`config.mk`:
```
export PLATFORM = sky130hd
export DESIGN_NAME = rob_top
export DESIGN_NICKNAME = d
export VERILOG_FILES = /design/src/hw/rob_pkg.sv /design/src/hw/rob_alloc_ctrl.sv /design/src/hw/rob_entry_array.sv /design/src/hw/rob_branch_check.sv /design/src/hw/rob_commit_sel.sv /design/src/hw/rob_top.sv
export SDC_FILE = /design/constraint.sdc
export NUM_CORES = 2
export LEC_CHECK = 0
export BUFFER_PORTS_ARGS = -buffer_cell sky130_fd_sc_hd__buf_2
export CORE_MARGIN = 4
export CORE_UTILIZATION = 25
export DETAILED_ROUTE_END_ITERATION = 6
export HOLD_SLACK_MARGIN = 0.12
export PLACE_DENSITY = 0.46
export SLEW_MARGIN = 15
export SYNTH_ARGS = -nofsm -noshare
export SYNTH_HDL_FRONTEND = slang
export SYNTH_SLANG_ARGS = --single-unit
```
`constraint.sdc`:
```
create_clock -name clk -period 10.3 [get_ports clk]
set_clock_uncertainty 0.1 [all_clocks]
set_input_delay 0.515 -clock clk [delete_from_list [all_inputs] [get_ports clk]]
set_output_delay 0.515 -clock clk [all_outputs]
set_load 0.01 [all_outputs]
```
`src/hw/rob_pkg.sv`:
```
`default_nettype none

package rob_pkg;

    // buffer geometry
    localparam int ROB_DEPTH = 64;
    localparam int IDX_W = 6;

    // index plus one wrap bit, so full and empty differ
    localparam int PTR_W = IDX_W + 1;

    // allocation writes a whole group per strobe
    localparam int GROUP_SIZE = 4;

    // retire at most this many per cycle
    localparam int COMMIT_WIDTH = 4;

    // counts from 0 up to COMMIT_WIDTH
    localparam int CNT_W = 3;

    // physical register tag
    localparam int PREG_W = 6;

    // recovery pc stored per branch entry
    localparam int PC_W = 16;

    // condition code and compare result, zero result means no branch this cycle
    localparam int COND_W = 2;

    // execution side ports
    localparam int NUM_DONE_PORTS = 4;
    localparam int NUM_ISSUE_PORTS = 4;

    // stop allocating once one more group would overflow
    localparam int FULL_LIMIT = ROB_DEPTH - GROUP_SIZE;

endpackage

`default_nettype wire

```
`src/hw/rob_alloc_ctrl.sv`:
```
`timescale 1ns/10ps
`default_nettype none

module rob_alloc_ctrl (
    input  logic                      clk,
    input  logic                      rst_n,
    input  logic                      alloc_vld,
    input  logic [rob_pkg::PTR_W-1:0] head_ptr,
    input  logic                      mis_pred,
    input  logic [rob_pkg::IDX_W-1:0] mis_pred_idx,
    output logic [rob_pkg::PTR_W-1:0] tail_ptr,
    output logic                      alloc_en,
    output logic                      rob_full,
    output logic                      rob_empty
);

    logic [rob_pkg::PTR_W-1:0] occupancy;
    logic [rob_pkg::IDX_W-1:0] brnc_dist;
    logic [rob_pkg::PTR_W-1:0] rollback_ptr;

    // wrap bit keeps occupancy 64 apart from 0
    assign occupancy = tail_ptr - head_ptr;
    assign rob_empty = (occupancy == '0);
    assign rob_full  = (occupancy > (rob_pkg::PTR_W)'(rob_pkg::FULL_LIMIT));

    // strobe is dropped while full or during a flush
    assign alloc_en = alloc_vld && !rob_full && !mis_pred;

    // distance from head to the branch, in entries
    assign brnc_dist = mis_pred_idx - head_ptr[rob_pkg::IDX_W-1:0];

    // tail lands one past the branch; the carry sets the right wrap bit
    assign rollback_ptr = head_ptr
                        + (rob_pkg::PTR_W)'(brnc_dist)
                        + (rob_pkg::PTR_W)'(1);

    always_ff @(posedge clk or negedge rst_n) begin
        if (!rst_n) begin
            tail_ptr <= '0;
        end else if (mis_pred) begin
            tail_ptr <= rollback_ptr;
        end else if (alloc_en) begin
            tail_ptr <= tail_ptr + (rob_pkg::PTR_W)'(rob_pkg::GROUP_SIZE);
        end
    end

endmodule

`default_nettype wire

```
`src/hw/rob_entry_array.sv`:
```
`timescale 1ns/10ps
`default_nettype none

module rob_entry_array (
    input  logic                                                clk,
    input  logic                                                rst_n,
    input  logic                                                alloc_en,
    input  logic [rob_pkg::IDX_W-1:0]                           tail_idx,
    input  logic [rob_pkg::GROUP_SIZE-1:0]                      brnc_in,
    input  logic [rob_pkg::GROUP_SIZE-1:0]                      brnc_pred,
    input  logic [rob_pkg::GROUP_SIZE-1:0]                      reg_wrt_in,
    input  logic [rob_pkg::GROUP_SIZE*rob_pkg::COND_W-1:0]      brnc_cond,
    input  logic [rob_pkg::GROUP_SIZE*rob_pkg::PC_W-1:0]        rcvr_pc,
    input  logic [rob_pkg::NUM_ISSUE_PORTS-1:0]                 iss_vld,
    input  logic [rob_pkg::NUM_ISSUE_PORTS*rob_pkg::IDX_W-1:0]  iss_idx,
    input  logic [rob_pkg::NUM_ISSUE_PORTS*rob_pkg::PREG_W-1:0] iss_free_preg,
    input  logic [rob_pkg::NUM_DONE_PORTS-1:0]                  done_vld,
    input  logic [rob_pkg::NUM_DONE_PORTS*rob_pkg::IDX_W-1:0]   done_idx,
    input  logic [rob_pkg::IDX_W-1:0]                           brnc_idx,
    input  logic                                                brnc_ok,
    input  logic                                                mis_pred,
    input  logic [rob_pkg::IDX_W-1:0]                           head_idx,
    input  logic [rob_pkg::CNT_W-1:0]                           commit_cnt,
    output logic                                                br_vld,
    output logic                                                br_is_brnc,
    output logic                                                br_pred,
    output logic [rob_pkg::COND_W-1:0]                          br_cond,
    output logic [rob_pkg::PC_W-1:0]                            br_pc,
    output logic [rob_pkg::COMMIT_WIDTH-1:0]                    win_vld,
    output logic [rob_pkg::COMMIT_WIDTH-1:0]                    win_done,
    output logic [rob_pkg::COMMIT_WIDTH-1:0]                    win_reg_wrt,
    output logic [rob_pkg::COMMIT_WIDTH*rob_pkg::PREG_W-1:0]    win_free_preg
);

    // per-entry state
    logic [rob_pkg::ROB_DEPTH-1:0] ent_vld;
    logic [rob_pkg::ROB_DEPTH-1:0] ent_done;
    logic [rob_pkg::ROB_DEPTH-1:0] ent_brnc;
    logic [rob_pkg::ROB_DEPTH-1:0] ent_pred;
    logic [rob_pkg::ROB_DEPTH-1:0] ent_reg_wrt;
    logic [rob_pkg::COND_W-1:0]    ent_cond      [rob_pkg::ROB_DEPTH];
    logic [rob_pkg::PC_W-1:0]      ent_pc        [rob_pkg::ROB_DEPTH];
    logic [rob_pkg::PREG_W-1:0]    ent_free_preg [rob_pkg::ROB_DEPTH];

    // write decode
    logic [rob_pkg::ROB_DEPTH-1:0] alloc_hit;
    logic [rob_pkg::ROB_DEPTH-1:0] clr_hit;
    logic [rob_pkg::ROB_DEPTH-1:0] kill_hit;
    logic [rob_pkg::ROB_DEPTH-1:0] done_hit;
    logic [rob_pkg::IDX_W-1:0]     alloc_ofs [rob_pkg::ROB_DEPTH];
    logic [rob_pkg::IDX_W-1:0]     brnc_ofs;

    // branch age relative to head
    assign brnc_ofs = brnc_idx - head_idx;

    always_comb begin
        logic [rob_pkg::IDX_W-1:0] ent;
        logic [rob_pkg::IDX_W-1:0] head_ofs;
        logic                      fu_done;
        for (int i = 0; i < rob_pkg::ROB_DEPTH; i++) begin
            ent = (rob_pkg::IDX_W)'(i);
            alloc_ofs[i] = ent - tail_idx;
            head_ofs = ent - head_idx;
            alloc_hit[i] = alloc_en
                        && (alloc_ofs[i] < (rob_pkg::IDX_W)'(rob_pkg::GROUP_SIZE));
            clr_hit[i] = (head_ofs < (rob_pkg::IDX_W)'(commit_cnt));
            // everything younger than the branch is flushed
            kill_hit[i] = mis_pred && (head_ofs > brnc_ofs);
            fu_done = 1'b0;
            for (int p = 0; p < rob_pkg::NUM_DONE_PORTS; p++) begin
                if (done_vld[p] && (done_idx[p*rob_pkg::IDX_W +: rob_pkg::IDX_W] == ent)) begin
                    fu_done = 1'b1;
                end
            end
            if ((brnc_ok || mis_pred) && (brnc_idx == ent)) begin
                fu_done = 1'b1;
            end
            done_hit[i] = ent_vld[i] && fu_done;
        end
    end

    // allocate, then commit, then flush, then completion
    always_ff @(posedge clk or negedge rst_n) begin
        if (!rst_n) begin
            ent_vld  <= '0;
            ent_done <= '0;
        end else begin
            for (int i = 0; i < rob_pkg::ROB_DEPTH; i++) begin
                if (alloc_hit[i]) begin
                    ent_vld[i]  <= 1'b1;
                    ent_done[i] <= 1'b0;
                end else if (clr_hit[i]) begin
                    ent_vld[i]  <= 1'b0;
                    ent_done[i] <= 1'b0;
                end else if (kill_hit[i]) begin
                    ent_vld[i]  <= 1'b0;
                    ent_done[i] <= 1'b0;
                end else if (done_hit[i]) begin
                    ent_done[i] <= 1'b1;
                end
            end
        end
    end

    // payload fields written at allocation and issue
    always_ff @(posedge clk) begin
        for (int i = 0; i < rob_pkg::ROB_DEPTH; i++) begin
            if (alloc_hit[i]) begin
                ent_brnc[i]    <= brnc_in[int'(alloc_ofs[i])];
                ent_pred[i]    <= brnc_pred[int'(alloc_ofs[i])];
                ent_reg_wrt[i] <= reg_wrt_in[int'(alloc_ofs[i])];
                ent_cond[i]    <= brnc_cond[alloc_ofs[i]*rob_pkg::COND_W +: rob_pkg::COND_W];
                ent_pc[i]      <= rcvr_pc[alloc_ofs[i]*rob_pkg::PC_W +: rob_pkg::PC_W];
            end
            // issue records the register freed at commit
            for (int p = 0; p < rob_pkg::NUM_ISSUE_PORTS; p++) begin
                if (iss_vld[p]
                    && (iss_idx[p*rob_pkg::IDX_W +: rob_pkg::IDX_W] == (rob_pkg::IDX_W)'(i))) begin
                    ent_free_preg[i] <= iss_free_preg[p*rob_pkg::PREG_W +: rob_pkg::PREG_W];
                end
            end
        end
    end

    // branch lookup for the resolving entry
    assign br_vld     = ent_vld[brnc_idx];
    assign br_is_brnc = ent_brnc[brnc_idx];
    assign br_pred    = ent_pred[brnc_idx];
    assign br_cond    = ent_cond[brnc_idx];
    assign br_pc      = ent_pc[brnc_idx];

    // four oldest entries from the head
    always_comb begin
        logic [rob_pkg::IDX_W-1:0] w;
        for (int k = 0; k < rob_pkg::COMMIT_WIDTH; k++) begin
            w = head_idx + (rob_pkg::IDX_W)'(k);
            win_vld[k]     = ent_vld[w];
            win_done[k]    = ent_done[w];
            win_reg_wrt[k] = ent_reg_wrt[w];
            win_free_preg[k*rob_pkg::PREG_W +: rob_pkg::PREG_W] = ent_free_preg[w];
        end
    end

endmodule

`default_nettype wire

```
`src/hw/rob_branch_check.sv`:
```
`timescale 1ns/10ps
`default_nettype none

module rob_branch_check (
    input  logic [rob_pkg::COND_W-1:0] brnc_cmp_rslt,
    input  logic                       br_vld,
    input  logic                       br_is_brnc,
    input  logic                       br_pred,
    input  logic [rob_pkg::COND_W-1:0] br_cond,
    input  logic [rob_pkg::PC_W-1:0]   br_pc,
    input  logic [rob_pkg::IDX_W-1:0]  brnc_idx,
    output logic                       mis_pred,
    output logic                       brnc_ok,
    output logic                       cmt_brnc,
    output logic [rob_pkg::IDX_W-1:0]  cmt_brnc_idx,
    output logic [rob_pkg::IDX_W-1:0]  mis_pred_brnc_idx,
    output logic [rob_pkg::PC_W-1:0]   rcvr_pc_out
);

    logic resolve;
    logic taken;

    // zero compare result means the register file has nothing this cycle
    assign resolve = (brnc_cmp_rslt != '0) && br_vld && br_is_brnc;

    // taken when the flags match the encoded condition
    assign taken = (brnc_cmp_rslt == br_cond);

    assign mis_pred = resolve && (br_pred != taken);
    assign brnc_ok  = resolve && (br_pred == taken);
    assign cmt_brnc = brnc_ok;

    assign cmt_brnc_idx      = brnc_idx;
    assign mis_pred_brnc_idx = brnc_idx;

    // fetch only sees a redirect target on a real flush
    assign rcvr_pc_out = mis_pred ? br_pc : '0;

endmodule

`default_nettype wire

```
`src/hw/rob_commit_sel.sv`:
```
`timescale 1ns/10ps
`default_nettype none

module rob_commit_sel (
    input  logic                                             clk,
    input  logic                                             rst_n,
    input  logic [rob_pkg::COMMIT_WIDTH-1:0]                 win_vld,
    input  logic [rob_pkg::COMMIT_WIDTH-1:0]                 win_done,
    input  logic [rob_pkg::COMMIT_WIDTH-1:0]                 win_reg_wrt,
    input  logic [rob_pkg::COMMIT_WIDTH*rob_pkg::PREG_W-1:0] win_free_preg,
    output logic [rob_pkg::PTR_W-1:0]                        head_ptr,
    output logic [rob_pkg::CNT_W-1:0]                        commit_cnt,
    output logic [rob_pkg::CNT_W-1:0]                        free_preg_cnt,
    output logic [rob_pkg::COMMIT_WIDTH*rob_pkg::PREG_W-1:0] free_preg_num
);

    logic [rob_pkg::COMMIT_WIDTH-1:0] cmt_mask;

    // stop at the first entry that is not ready
    always_comb begin
        logic run;
        run = 1'b1;
        commit_cnt = '0;
        for (int k = 0; k < rob_pkg::COMMIT_WIDTH; k++) begin
            run = run && win_vld[k] && win_done[k];
            cmt_mask[k] = run;
            if (run) begin
                commit_cnt = (rob_pkg::CNT_W)'(k + 1);
            end
        end
    end

    // compact freed tags into the low slots, oldest first
    always_comb begin
        int slot;
        slot = 0;
        free_preg_num = '0;
        for (int k = 0; k < rob_pkg::COMMIT_WIDTH; k++) begin
            if (cmt_mask[k] && win_reg_wrt[k]) begin
                free_preg_num[slot*rob_pkg::PREG_W +: rob_pkg::PREG_W] =
                    win_free_preg[k*rob_pkg::PREG_W +: rob_pkg::PREG_W];
                slot = slot + 1;
            end
        end
        free_preg_cnt = (rob_pkg::CNT_W)'(slot);
    end

    always_ff @(posedge clk or negedge rst_n) begin
        if (!rst_n) begin
            head_ptr <= '0;
        end else begin
            head_ptr <= head_ptr + (rob_pkg::PTR_W)'(commit_cnt);
        end
    end

endmodule

`default_nettype wire

```
`src/hw/rob_top.sv`:
```
`timescale 1ns/10ps
`default_nettype none

module rob_top (
    input  logic                                                clk,
    input  logic                                                rst_n,
    input  logic                                                alloc_vld,
    input  logic [rob_pkg::GROUP_SIZE-1:0]                      brnc_in,
    input  logic [rob_pkg::GROUP_SIZE-1:0]                      brnc_pred,
    input  logic [rob_pkg::GROUP_SIZE*rob_pkg::COND_W-1:0]      brnc_cond,
    input  logic [rob_pkg::GROUP_SIZE*rob_pkg::PC_W-1:0]        rcvr_pc,
    input  logic [rob_pkg::GROUP_SIZE-1:0]                      reg_wrt_in,
    input  logic [rob_pkg::NUM_ISSUE_PORTS-1:0]                 iss_vld,
    input  logic [rob_pkg::NUM_ISSUE_PORTS*rob_pkg::IDX_W-1:0]  iss_idx,
    input  logic [rob_pkg::NUM_ISSUE_PORTS*rob_pkg::PREG_W-1:0] iss_free_preg,
    input  logic [rob_pkg::NUM_DONE_PORTS-1:0]                  done_vld,
    input  logic [rob_pkg::NUM_DONE_PORTS*rob_pkg::IDX_W-1:0]   done_idx,
    input  logic [rob_pkg::IDX_W-1:0]                           brnc_idx,
    input  logic [rob_pkg::COND_W-1:0]                          brnc_cmp_rslt,
    output logic [rob_pkg::IDX_W-1:0]                           next_idx,
    output logic                                                mis_pred,
    output logic [rob_pkg::IDX_W-1:0]                           mis_pred_brnc_idx,
    output logic                                                cmt_brnc,
    output logic [rob_pkg::IDX_W-1:0]                           cmt_brnc_idx,
    output logic [rob_pkg::PC_W-1:0]                            rcvr_pc_out,
    output logic                                                rob_full,
    output logic                                                rob_empty,
    output logic [rob_pkg::CNT_W-1:0]                           commit_cnt,
    output logic [rob_pkg::CNT_W-1:0]                           free_preg_cnt,
    output logic [rob_pkg::COMMIT_WIDTH*rob_pkg::PREG_W-1:0]    free_preg_num
);

    logic [rob_pkg::PTR_W-1:0]                        tail_ptr;
    logic [rob_pkg::PTR_W-1:0]                        head_ptr;
    logic                                             alloc_en;
    logic                                             brnc_ok;
    logic                                             br_vld;
    logic                                             br_is_brnc;
    logic                                             br_pred;
    logic [rob_pkg::COND_W-1:0]                       br_cond;
    logic [rob_pkg::PC_W-1:0]                         br_pc;
    logic [rob_pkg::COMMIT_WIDTH-1:0]                 win_vld;
    logic [rob_pkg::COMMIT_WIDTH-1:0]                 win_done;
    logic [rob_pkg::COMMIT_WIDTH-1:0]                 win_reg_wrt;
    logic [rob_pkg::COMMIT_WIDTH*rob_pkg::PREG_W-1:0] win_free_preg;

    // allocation stage tags the next group from here
    assign next_idx = tail_ptr[rob_pkg::IDX_W-1:0];

    rob_alloc_ctrl u_alloc_ctrl (
        .clk          (clk),
        .rst_n        (rst_n),
        .alloc_vld    (alloc_vld),
        .head_ptr     (head_ptr),
        .mis_pred     (mis_pred),
        .mis_pred_idx (mis_pred_brnc_idx),
        .tail_ptr     (tail_ptr),
        .alloc_en     (alloc_en),
        .rob_full     (rob_full),
        .rob_empty    (rob_empty)
    );

    rob_entry_array u_entry_array (
        .clk           (clk),
        .rst_n         (rst_n),
        .alloc_en      (alloc_en),
        .tail_idx      (tail_ptr[rob_pkg::IDX_W-1:0]),
        .brnc_in       (brnc_in),
        .brnc_pred     (brnc_pred),
        .reg_wrt_in    (reg_wrt_in),
        .brnc_cond     (brnc_cond),
        .rcvr_pc       (rcvr_pc),
        .iss_vld       (iss_vld),
        .iss_idx       (iss_idx),
        .iss_free_preg (iss_free_preg),
        .done_vld      (done_vld),
        .done_idx      (done_idx),
        .brnc_idx      (brnc_idx),
        .brnc_ok       (brnc_ok),
        .mis_pred      (mis_pred),
        .head_idx      (head_ptr[rob_pkg::IDX_W-1:0]),
        .commit_cnt    (commit_cnt),
        .br_vld        (br_vld),
        .br_is_brnc    (br_is_brnc),
        .br_pred       (br_pred),
        .br_cond       (br_cond),
        .br_pc         (br_pc),
        .win_vld       (win_vld),
        .win_done      (win_done),
        .win_reg_wrt   (win_reg_wrt),
        .win_free_preg (win_free_preg)
    );

    rob_branch_check u_branch_check (
        .brnc_cmp_rslt     (brnc_cmp_rslt),
        .br_vld            (br_vld),
        .br_is_brnc        (br_is_brnc),
        .br_pred           (br_pred),
        .br_cond           (br_cond),
        .br_pc             (br_pc),
        .brnc_idx          (brnc_idx),
        .mis_pred          (mis_pred),
        .brnc_ok           (brnc_ok),
        .cmt_brnc          (cmt_brnc),
        .cmt_brnc_idx      (cmt_brnc_idx),
        .mis_pred_brnc_idx (mis_pred_brnc_idx),
        .rcvr_pc_out       (rcvr_pc_out)
    );

    rob_commit_sel u_commit_sel (
        .clk           (clk),
        .rst_n         (rst_n),
        .win_vld       (win_vld),
        .win_done      (win_done),
        .win_reg_wrt   (win_reg_wrt),
        .win_free_preg (win_free_preg),
        .head_ptr      (head_ptr),
        .commit_cnt    (commit_cnt),
        .free_preg_cnt (free_preg_cnt),
        .free_preg_num (free_preg_num)
    );

endmodule

`default_nettype wire

```
Yosys cells after proc, flatten, opt, wreduce, memory -nomap -nowiden
Memory sizes are Yosys's and may differ from the RTL's.
Index checks and enable logic that the tools add are counted.
{"block": "word_totals", "ff_bits": 334, "wordCells": 5069, "latchBits": 0, "mem_bits_rw": 1536, "memories": 3, "mem_bits_ro": 0}
{"name": "u_entry_array.ent_pc", "depth": 64, "word_bits": 16, "rd": 1, "rd_clocked_by_memory_dff": 0, "wr": 4, "line_no": "rob_entry_array.sv:42", "source": "logic [rob_pkg::PC_W-1:0] ent_pc [rob_pkg::ROB_DEPTH];"}
{"name": "u_entry_array.ent_free_preg", "depth": 64, "word_bits": 6, "rd": 4, "rd_clocked_by_memory_dff": 0, "wr": 64, "line_no": "rob_entry_array.sv:43", "source": "logic [rob_pkg::PREG_W-1:0] ent_free_preg [rob_pkg::ROB_DEPTH];"}
{"name": "u_entry_array.ent_cond", "depth": 64, "word_bits": 2, "rd": 1, "rd_clocked_by_memory_dff": 0, "wr": 4, "line_no": "rob_entry_array.sv:41", "source": "logic [rob_pkg::COND_W-1:0] ent_cond [rob_pkg::ROB_DEPTH];"}
{"block": "op_classes", "div_mod_pow": 0, "n_lt_le_gt_ge": 262, "n_addsub": 143, "n_eq_ne": 570, "shift": 134, "n_mux": 2392, "n_mul": 3, "bitwise": 192, "n_reduce_logical": 1048}
{"operator": "64-bit by 11-bit variable part select with 16-bit output", "n": 64}
{"operator": "6-bit two-way mux", "n": 313}
{"operator": "1-bit two-way mux", "n": 1737}
{"operator": "6-bit equality test (second input constant)", "n": 288}
{"operator": "16-bit two-way mux", "n": 61}
{"operator": "16-bit OR reduction", "n": 60}
{"operator": "6-bit by 5-bit equality test with 1-bit output (second input constant)", "n": 144}
{"operator": "1-bit logical AND", "n": 785}
{"operator": "6-bit by 3-bit < comparator with 1-bit output (second input constant)", "n": 128}
{"operator": "8-bit by 8-bit variable part select with 2-bit output", "n": 64}
{"operator": "6-bit by 4-bit equality test with 1-bit output (second input constant)", "n": 72}
{"operator": "1-bit binary-select mux with 2-bit select", "n": 192}
{"operator": "6-bit > comparator", "n": 64}
{"operator": "6-bit by 3-bit < comparator with 1-bit output", "n": 64}
{"operator": "6-bit subtractor (first input constant)", "n": 64}
{"operator": "4-bit nonzero test", "n": 64}
{"operator": "6-bit by 3-bit equality test with 1-bit output (second input constant)", "n": 36}
{"operator": "1-bit OR", "n": 192}
{"operator": "3-bit nonzero test", "n": 64}
{"operator": "5-bit by 6-bit subtractor with 6-bit output (first input constant)", "n": 32}
{"operator": "2-bit two-way mux", "n": 60}
{"operator": "2-bit OR reduction", "n": 60}
{"operator": "6-bit by 2-bit equality test with 1-bit output (second input constant)", "n": 18}
{"operator": "32-bit negator with 33-bit output", "n": 3}
{"operator": "other kinds (36)", "n": 115}

Logic depth before layout (Yosys ltp)
{"block": "depth", "depth_word": 26, "mapped_depth": 28, "ltp_nobuf": 22}

Modules after synthesis
From an unflattened synthesis, not the netlist that was laid out.
{"block": "unflattened", "hier_cells": 8974, "area_unflattened_um2": 117183.6}
{"module": "rob_entry_array", "seq_area_each_um2": 55092.8, "area_per_inst_um2": 113578.9, "instances": 1, "cells_per_inst": 8534}
{"module": "rob_commit_sel", "seq_area_each_um2": 175.2, "area_per_inst_um2": 2098.3, "instances": 1, "cells_per_inst": 278}
{"module": "rob_alloc_ctrl", "seq_area_each_um2": 175.2, "area_per_inst_um2": 1116.1, "instances": 1, "cells_per_inst": 121}
{"module": "rob_branch_check", "seq_area_each_um2": 0.0, "area_per_inst_um2": 390.4, "instances": 1, "cells_per_inst": 41}

Least setup slack after synthesis
OpenSTA, ideal clock, no wires.
{"block": "synth_timing", "path_type": "register to output", "from": "reg u_commit_sel.head_ptr[1] (netlist name)", "to": "out free_preg_num[14] (netlist name)", "path_buffers": 6, "stages_incl_launch_ff": 25, "path_slack_ns": 2.590, "t_arrival_ns": 7.095, "t_required_ns": 9.685, "path_cell_list": "dfrtp_1 > buf_2 > inv_1 > clkbuf_1 > ha_1 > clkbuf_1 > clkbuf_1 > clkbuf_1 > mux4_2 > mux4_2 > mux2i_1 > a21oi_1 > nand2_1 > inv_1 > ha_1 > clkbuf_1 > nand3_1 > nor2_1 > ha_1 > inv_1 > ha_1 > nor3_1 > nand4_1 > or2_2 > o41ai_1"}
{"block": "synth_via", "elab_chain_len": 14}
{"item": "start, declared", "line_no": "rob_commit_sel.sv:11", "source": "output logic [rob_pkg::PTR_W-1:0] head_ptr,"}
{"item": "start signal, assigned", "line_no": "rob_commit_sel.sv:52", "source": "head_ptr <= head_ptr + (rob_pkg::PTR_W)'(commit_cnt);"}
{"item": "6-bit by 1-bit adder with 6-bit output, or another cell as far along", "line_no": "rob_entry_array.sv:136", "source": "w = head_idx + (rob_pkg::IDX_W)'(k);"}
{"item": "1-bit binary-select mux with 6-bit select, or another cell as far along", "line_no": "rob_entry_array.sv:137", "source": "win_vld[k] = ent_vld[w];"}
{"item": "1-bit two-way mux (not written as such) / 1-bit logical AND (equally long branches)", "line_no": "rob_entry_array.sv:137, rob_commit_sel.sv:25"}
{"item": "1-bit logical AND, on equally long branches", "line_no": "rob_commit_sel.sv:25, rob_commit_sel.sv:39"}
{"item": "1-bit logical AND / 1-bit two-way mux (equally long branches)", "line_no": "rob_commit_sel.sv:25, rob_commit_sel.sv:39"}
{"item": "1-bit logical AND, or another cell as far along", "line_no": "rob_commit_sel.sv:39", "source": "if (cmt_mask[k] && win_reg_wrt[k]) begin"}
{"item": "32-bit two-way mux, or another cell as far along", "line_no": "rob_commit_sel.sv:39"}
{"item": "32-bit by 2-bit adder with 32-bit output, or another cell as far along", "line_no": "rob_commit_sel.sv:42", "source": "slot = slot + 1;"}
{"item": "32-bit two-way mux, or another cell as far along", "line_no": "rob_commit_sel.sv:39"}
{"item": "32-bit by 3-bit multiplier with 31-bit output, or another cell as far along", "line_no": "rob_commit_sel.sv:40", "source": "free_preg_num[slot*rob_pkg::PREG_W +: rob_pkg::PREG_W] ="}
{"item": "32-bit negator with 33-bit output / 24-bit bitwise mux (equally long branches)", "line_no": "rob_commit_sel.sv:41, rob_commit_sel.sv:40"}
{"item": "6-bit by 33-bit variable part select with 24-bit output, or another cell as far along", "line_no": "rob_commit_sel.sv:40"}
{"item": "24-bit bitwise mux", "line_no": "rob_commit_sel.sv:40"}
{"item": "24-bit two-way mux (*)", "line_no": "rob_commit_sel.sv:39"}
{"item": "end, declared", "line_no": "rob_top.sv:30", "source": "output logic [rob_pkg::COMMIT_WIDTH*rob_pkg::PREG_W-1:0] free_preg_num"}
Mark *: on every way between the ends. The rest lies on a longest branch, timed or not. The select of a mux whose other input is x is not followed.

Worst setup path after layout
{"block": "layout_timing", "from": "reg u_commit_sel.head_ptr[1] (netlist name)", "to": "out free_preg_num[2] (netlist name)"}
The elaborated chain is that of the path after synthesis.

==> impl_metrics.toml <==
[drt]
route.detailed.drc = 9
drt-pass1-iter-count = 7
via_count = 89600
wire_per_inst_um = 37.1
ant_nets = 0
wl_um = 564000
drt_iter0_markers = 13800
vias_per_cell = 5.89

[sta]
fin_crit_sh_pct = 96.4
final-max-slew-violation-count = 0
max_slew_margin_pct = 6.83
hold_viol = 0
period_needed_ns = 9.93
worst_slack_ns = 0.367
rsz0062_at_grt = "no"
tightest_slew_ns = 1.38
fmax_mhz = 101
setup_viol_count_final = 0
setup_tns_ns = 0

[power_and_ir_drop]
p_leak_uw = 0.0439
power.density_nw_per_um2 = 306
vdd.ir_drop.worst_mv = 0.334

[synth]
synth_ff_type = "edfxtp_1"
synth-seq-area-share_pct = 48.6
synth_nets = 9375
syn_inst = 8986
synth-edff-count = 1728
synthArstFlopShare_pct = 7.59
synth_seq_cells = 1870
syn-cell-area_um2 = 114000
yosysWarnings = 0
ys_types = 79
syn_avg_cell_area_um2 = 12.7

[setup_path]
cp-end-kind = "output pin"
start_kind = "register"
cp.required_ns = 9.69
arrival_ns = 9.32
worstSetupPathType = "register to output pin"
crit_fanout = 13

[floorplanning]
die_y_um = 684
fp.coreArea_um2 = 454000
rows = 247
start_util_pct = 25.2
die_w_um = 684
dieArea_um2 = 467000
ios = 243

[global_routing]
grt_pass1_wl_um = 754000
antenna_found_initial = 88
grt_max_degree = 134
grt_overflow = 0
grtUsageTotal_pct = 23.2
first_global_vias = 84700

[cells_and_area]
final_common_cell = "edfxtp_1"
mostFrequentLayoutCells = "edfxtp_1 (1,728), nand2_1 (1,148), mux4_2 (1,042), o21ai_0 (736), a21oi_1 (451)"
drive_above_1_share_pct = 24.5
final_area_um2 = 131000
area_growth_pct = 14.4
finalNetCount = 9384

[place]
dpl-instance-area_um2 = 123000
io_buffers = 242
dp_worst_setup_slack_ns = 0.593
dp_hpwl_um = 384000
finalWeightedCongestion = 0.956

[hold_path]
hold_class = "input port to register"

[cts]
htreeDepth = 4
insertion_delay_ns = 0.91
cts_buffer_depth = 4
cts_root_buffer = "clkbuf_16"
cts_sinks = 1870
path_clk_slew_ns = 0.06
cts_tree = "done"
cts_buffers = 214

[run_status]
failed_checks = "design-rule violations"
status = "finished, violations left"

[job]
maxCapViolCount = 0
==> power by group <==
part	total (uW)	internal [uW]	switching (uW)
logic	21000	6980	14000
registers	10900	10400	570
clock network	8050	4610	3440
total	39900	22000	18000
==> final cells by class <==
class,count,area (um^2)
multi-input cells,6198,55800
well taps,5976,7480
flip-flops and latches,1870,55500
inverters,152,572
clock inverters,148,1530
diodes,62,155
clock buffers,249,5620
repair buffers,559,3910
fillers,45700,323000
==> state kept, by name, indices dropped and copies added, names as in the netlist <==
signal                       flops
u_entry_array.ent_vld           64
u_alloc_ctrl.tail_ptr            7
u_entry_array.ent_brnc          64
u_commit_sel.head_ptr            7
u_entry_array.ent_done          64
u_entry_array.ent_pred          64
u_entry_array.ent_pc          1024
u_entry_array.ent_reg_wrt       64
u_entry_array.ent_free_preg    384
u_entry_array.ent_cond         128
==> routing by layer <==
| layer | global-route usage, % | vias to the layer above | part of all wire (%) |
|---|---|---|---|
| met4 | 12.1 | 24 | 6.4 |
| li1 | - | 35200 | - |
| met3 | 5.42 | 1331 | 11 |
| met5 | 0 | - | 0.030 |
| met1 | 29.6 | 46500 | 38 |
| met2 | 36.4 | 6546 | 45 |
==> synthesized netlist by cell type (all sizes together), types with 29 or more instances <==
master / n / share of area (%)
and3: 162 / 0.89
nor4: 49 / 0.33
a21o: 69 / 0.45
nand3: 290 / 1.3
a21oi: 452 / 2.0
nor3: 74 / 0.37
mux4: 1042 / 21
mux2i: 401 / 3.5
nor2b: 56 / 0.31
o21bai: 29 / 0.19
o211ai: 30 / 0.20
a211oi: 46 / 0.31
nand2b: 39 / 0.21
edfxtp: 1728 / 45
and2: 39 / 0.21
mux2: 193 / 1.9
ha: 207 / 2.3
nor2: 481 / 1.6
nand3b: 33 / 0.22
buf: 217 / 0.95
o22ai: 165 / 0.90
inv: 145 / 0.48
dfrtp: 142 / 3.1
clkbuf: 549 / 1.8
o21ai: 736 / 3.2
a22oi: 39 / 0.26
nand2: 1149 / 3.8
xor2: 29 / 0.22
xnor2: 121 / 0.93
==> path summary, 6_finish.rpt <==
kind	start	to	slack [ns]	cells after the start
worst max-delay path	u_commit_sel.head_ptr[1]	free_preg_num[2]	0.37	20
worst min-delay path	rcvr_pc[17]	u_entry_array.ent_pc[48][1]	0.20	3
min in group asynchronous	rst_n	u_entry_array.ent_done[45]	0.27	2
worst min register to register	u_entry_array.ent_vld[21]	u_entry_array.ent_vld[21]	0.45	1
worst max register to register	u_commit_sel.head_ptr[0]	u_entry_array.ent_vld[32]	3.14	18
max in group asynchronous	rst_n	u_alloc_ctrl.tail_ptr[0]	8.20	3
==> through the flow <==
step | util [%] | hold WS (ns) | total power [uW] | instances
after floorplan | - | 0.119 | 22600 | 8986
after global placement | 27.0 | 0.410 | 31300 | 14700
after detailed placement | 27.0 | 0.429 | 31500 | 14700
after CTS | 28.7 | 0.121 | 39600 | 15200
after global routing | 28.8 | 0.198 | 41100 | 15200
final | 28.8 | 0.201 | 39900 | 15200
==> cells by family after synthesis <==
logic type                 Yosys count  synth area share (%)
AOI/OAI and AO/OA                 1712                  8.62
adders and majority gates          214                  2.39
DFF                               1870                  48.6
and+or+nand+nor                   2486                  10.0
muxes                             1636                  26.0
buffers and inverters              918                  3.26
xor gates and xnor gates           150                  1.15
==> worst max-delay path, stage by stage, from the launching register on <==
cell,delay (ns)
dfrtp_4,0.51
ha_1,0.39
xnor2_1,0.78
a2111oi_0,0.18
a2111oi_1,0.64
a2111oi_0,0.17
o32a_1,0.39
or2_2,0.46
nor2_1,0.45
inv_1,0.12
fa_2,0.77
inv_1,0.29
ha_1,0.29
ha_1,0.20
xnor2_1,0.57
nand4_1,0.37
nor3_2,0.48
o21bai_1,0.23
and2_1,0.21
a22o_1,0.63
buf_2,0.26
==> what timing repair did <==
| action | 4_1_cts | 5_1_grt |
|---|---|---|
| resized for setup | 3 | 2 |
| buffers inserted | 0 | 1 |
| endpoints found under the setup margin | 3 | 12 |
| pin swaps | 0 | 1 |
| hold buffers | 54 | 0 |
| endpoints found under the hold margin | 158 | 0 |
Power figures use the tool's default switching activity.
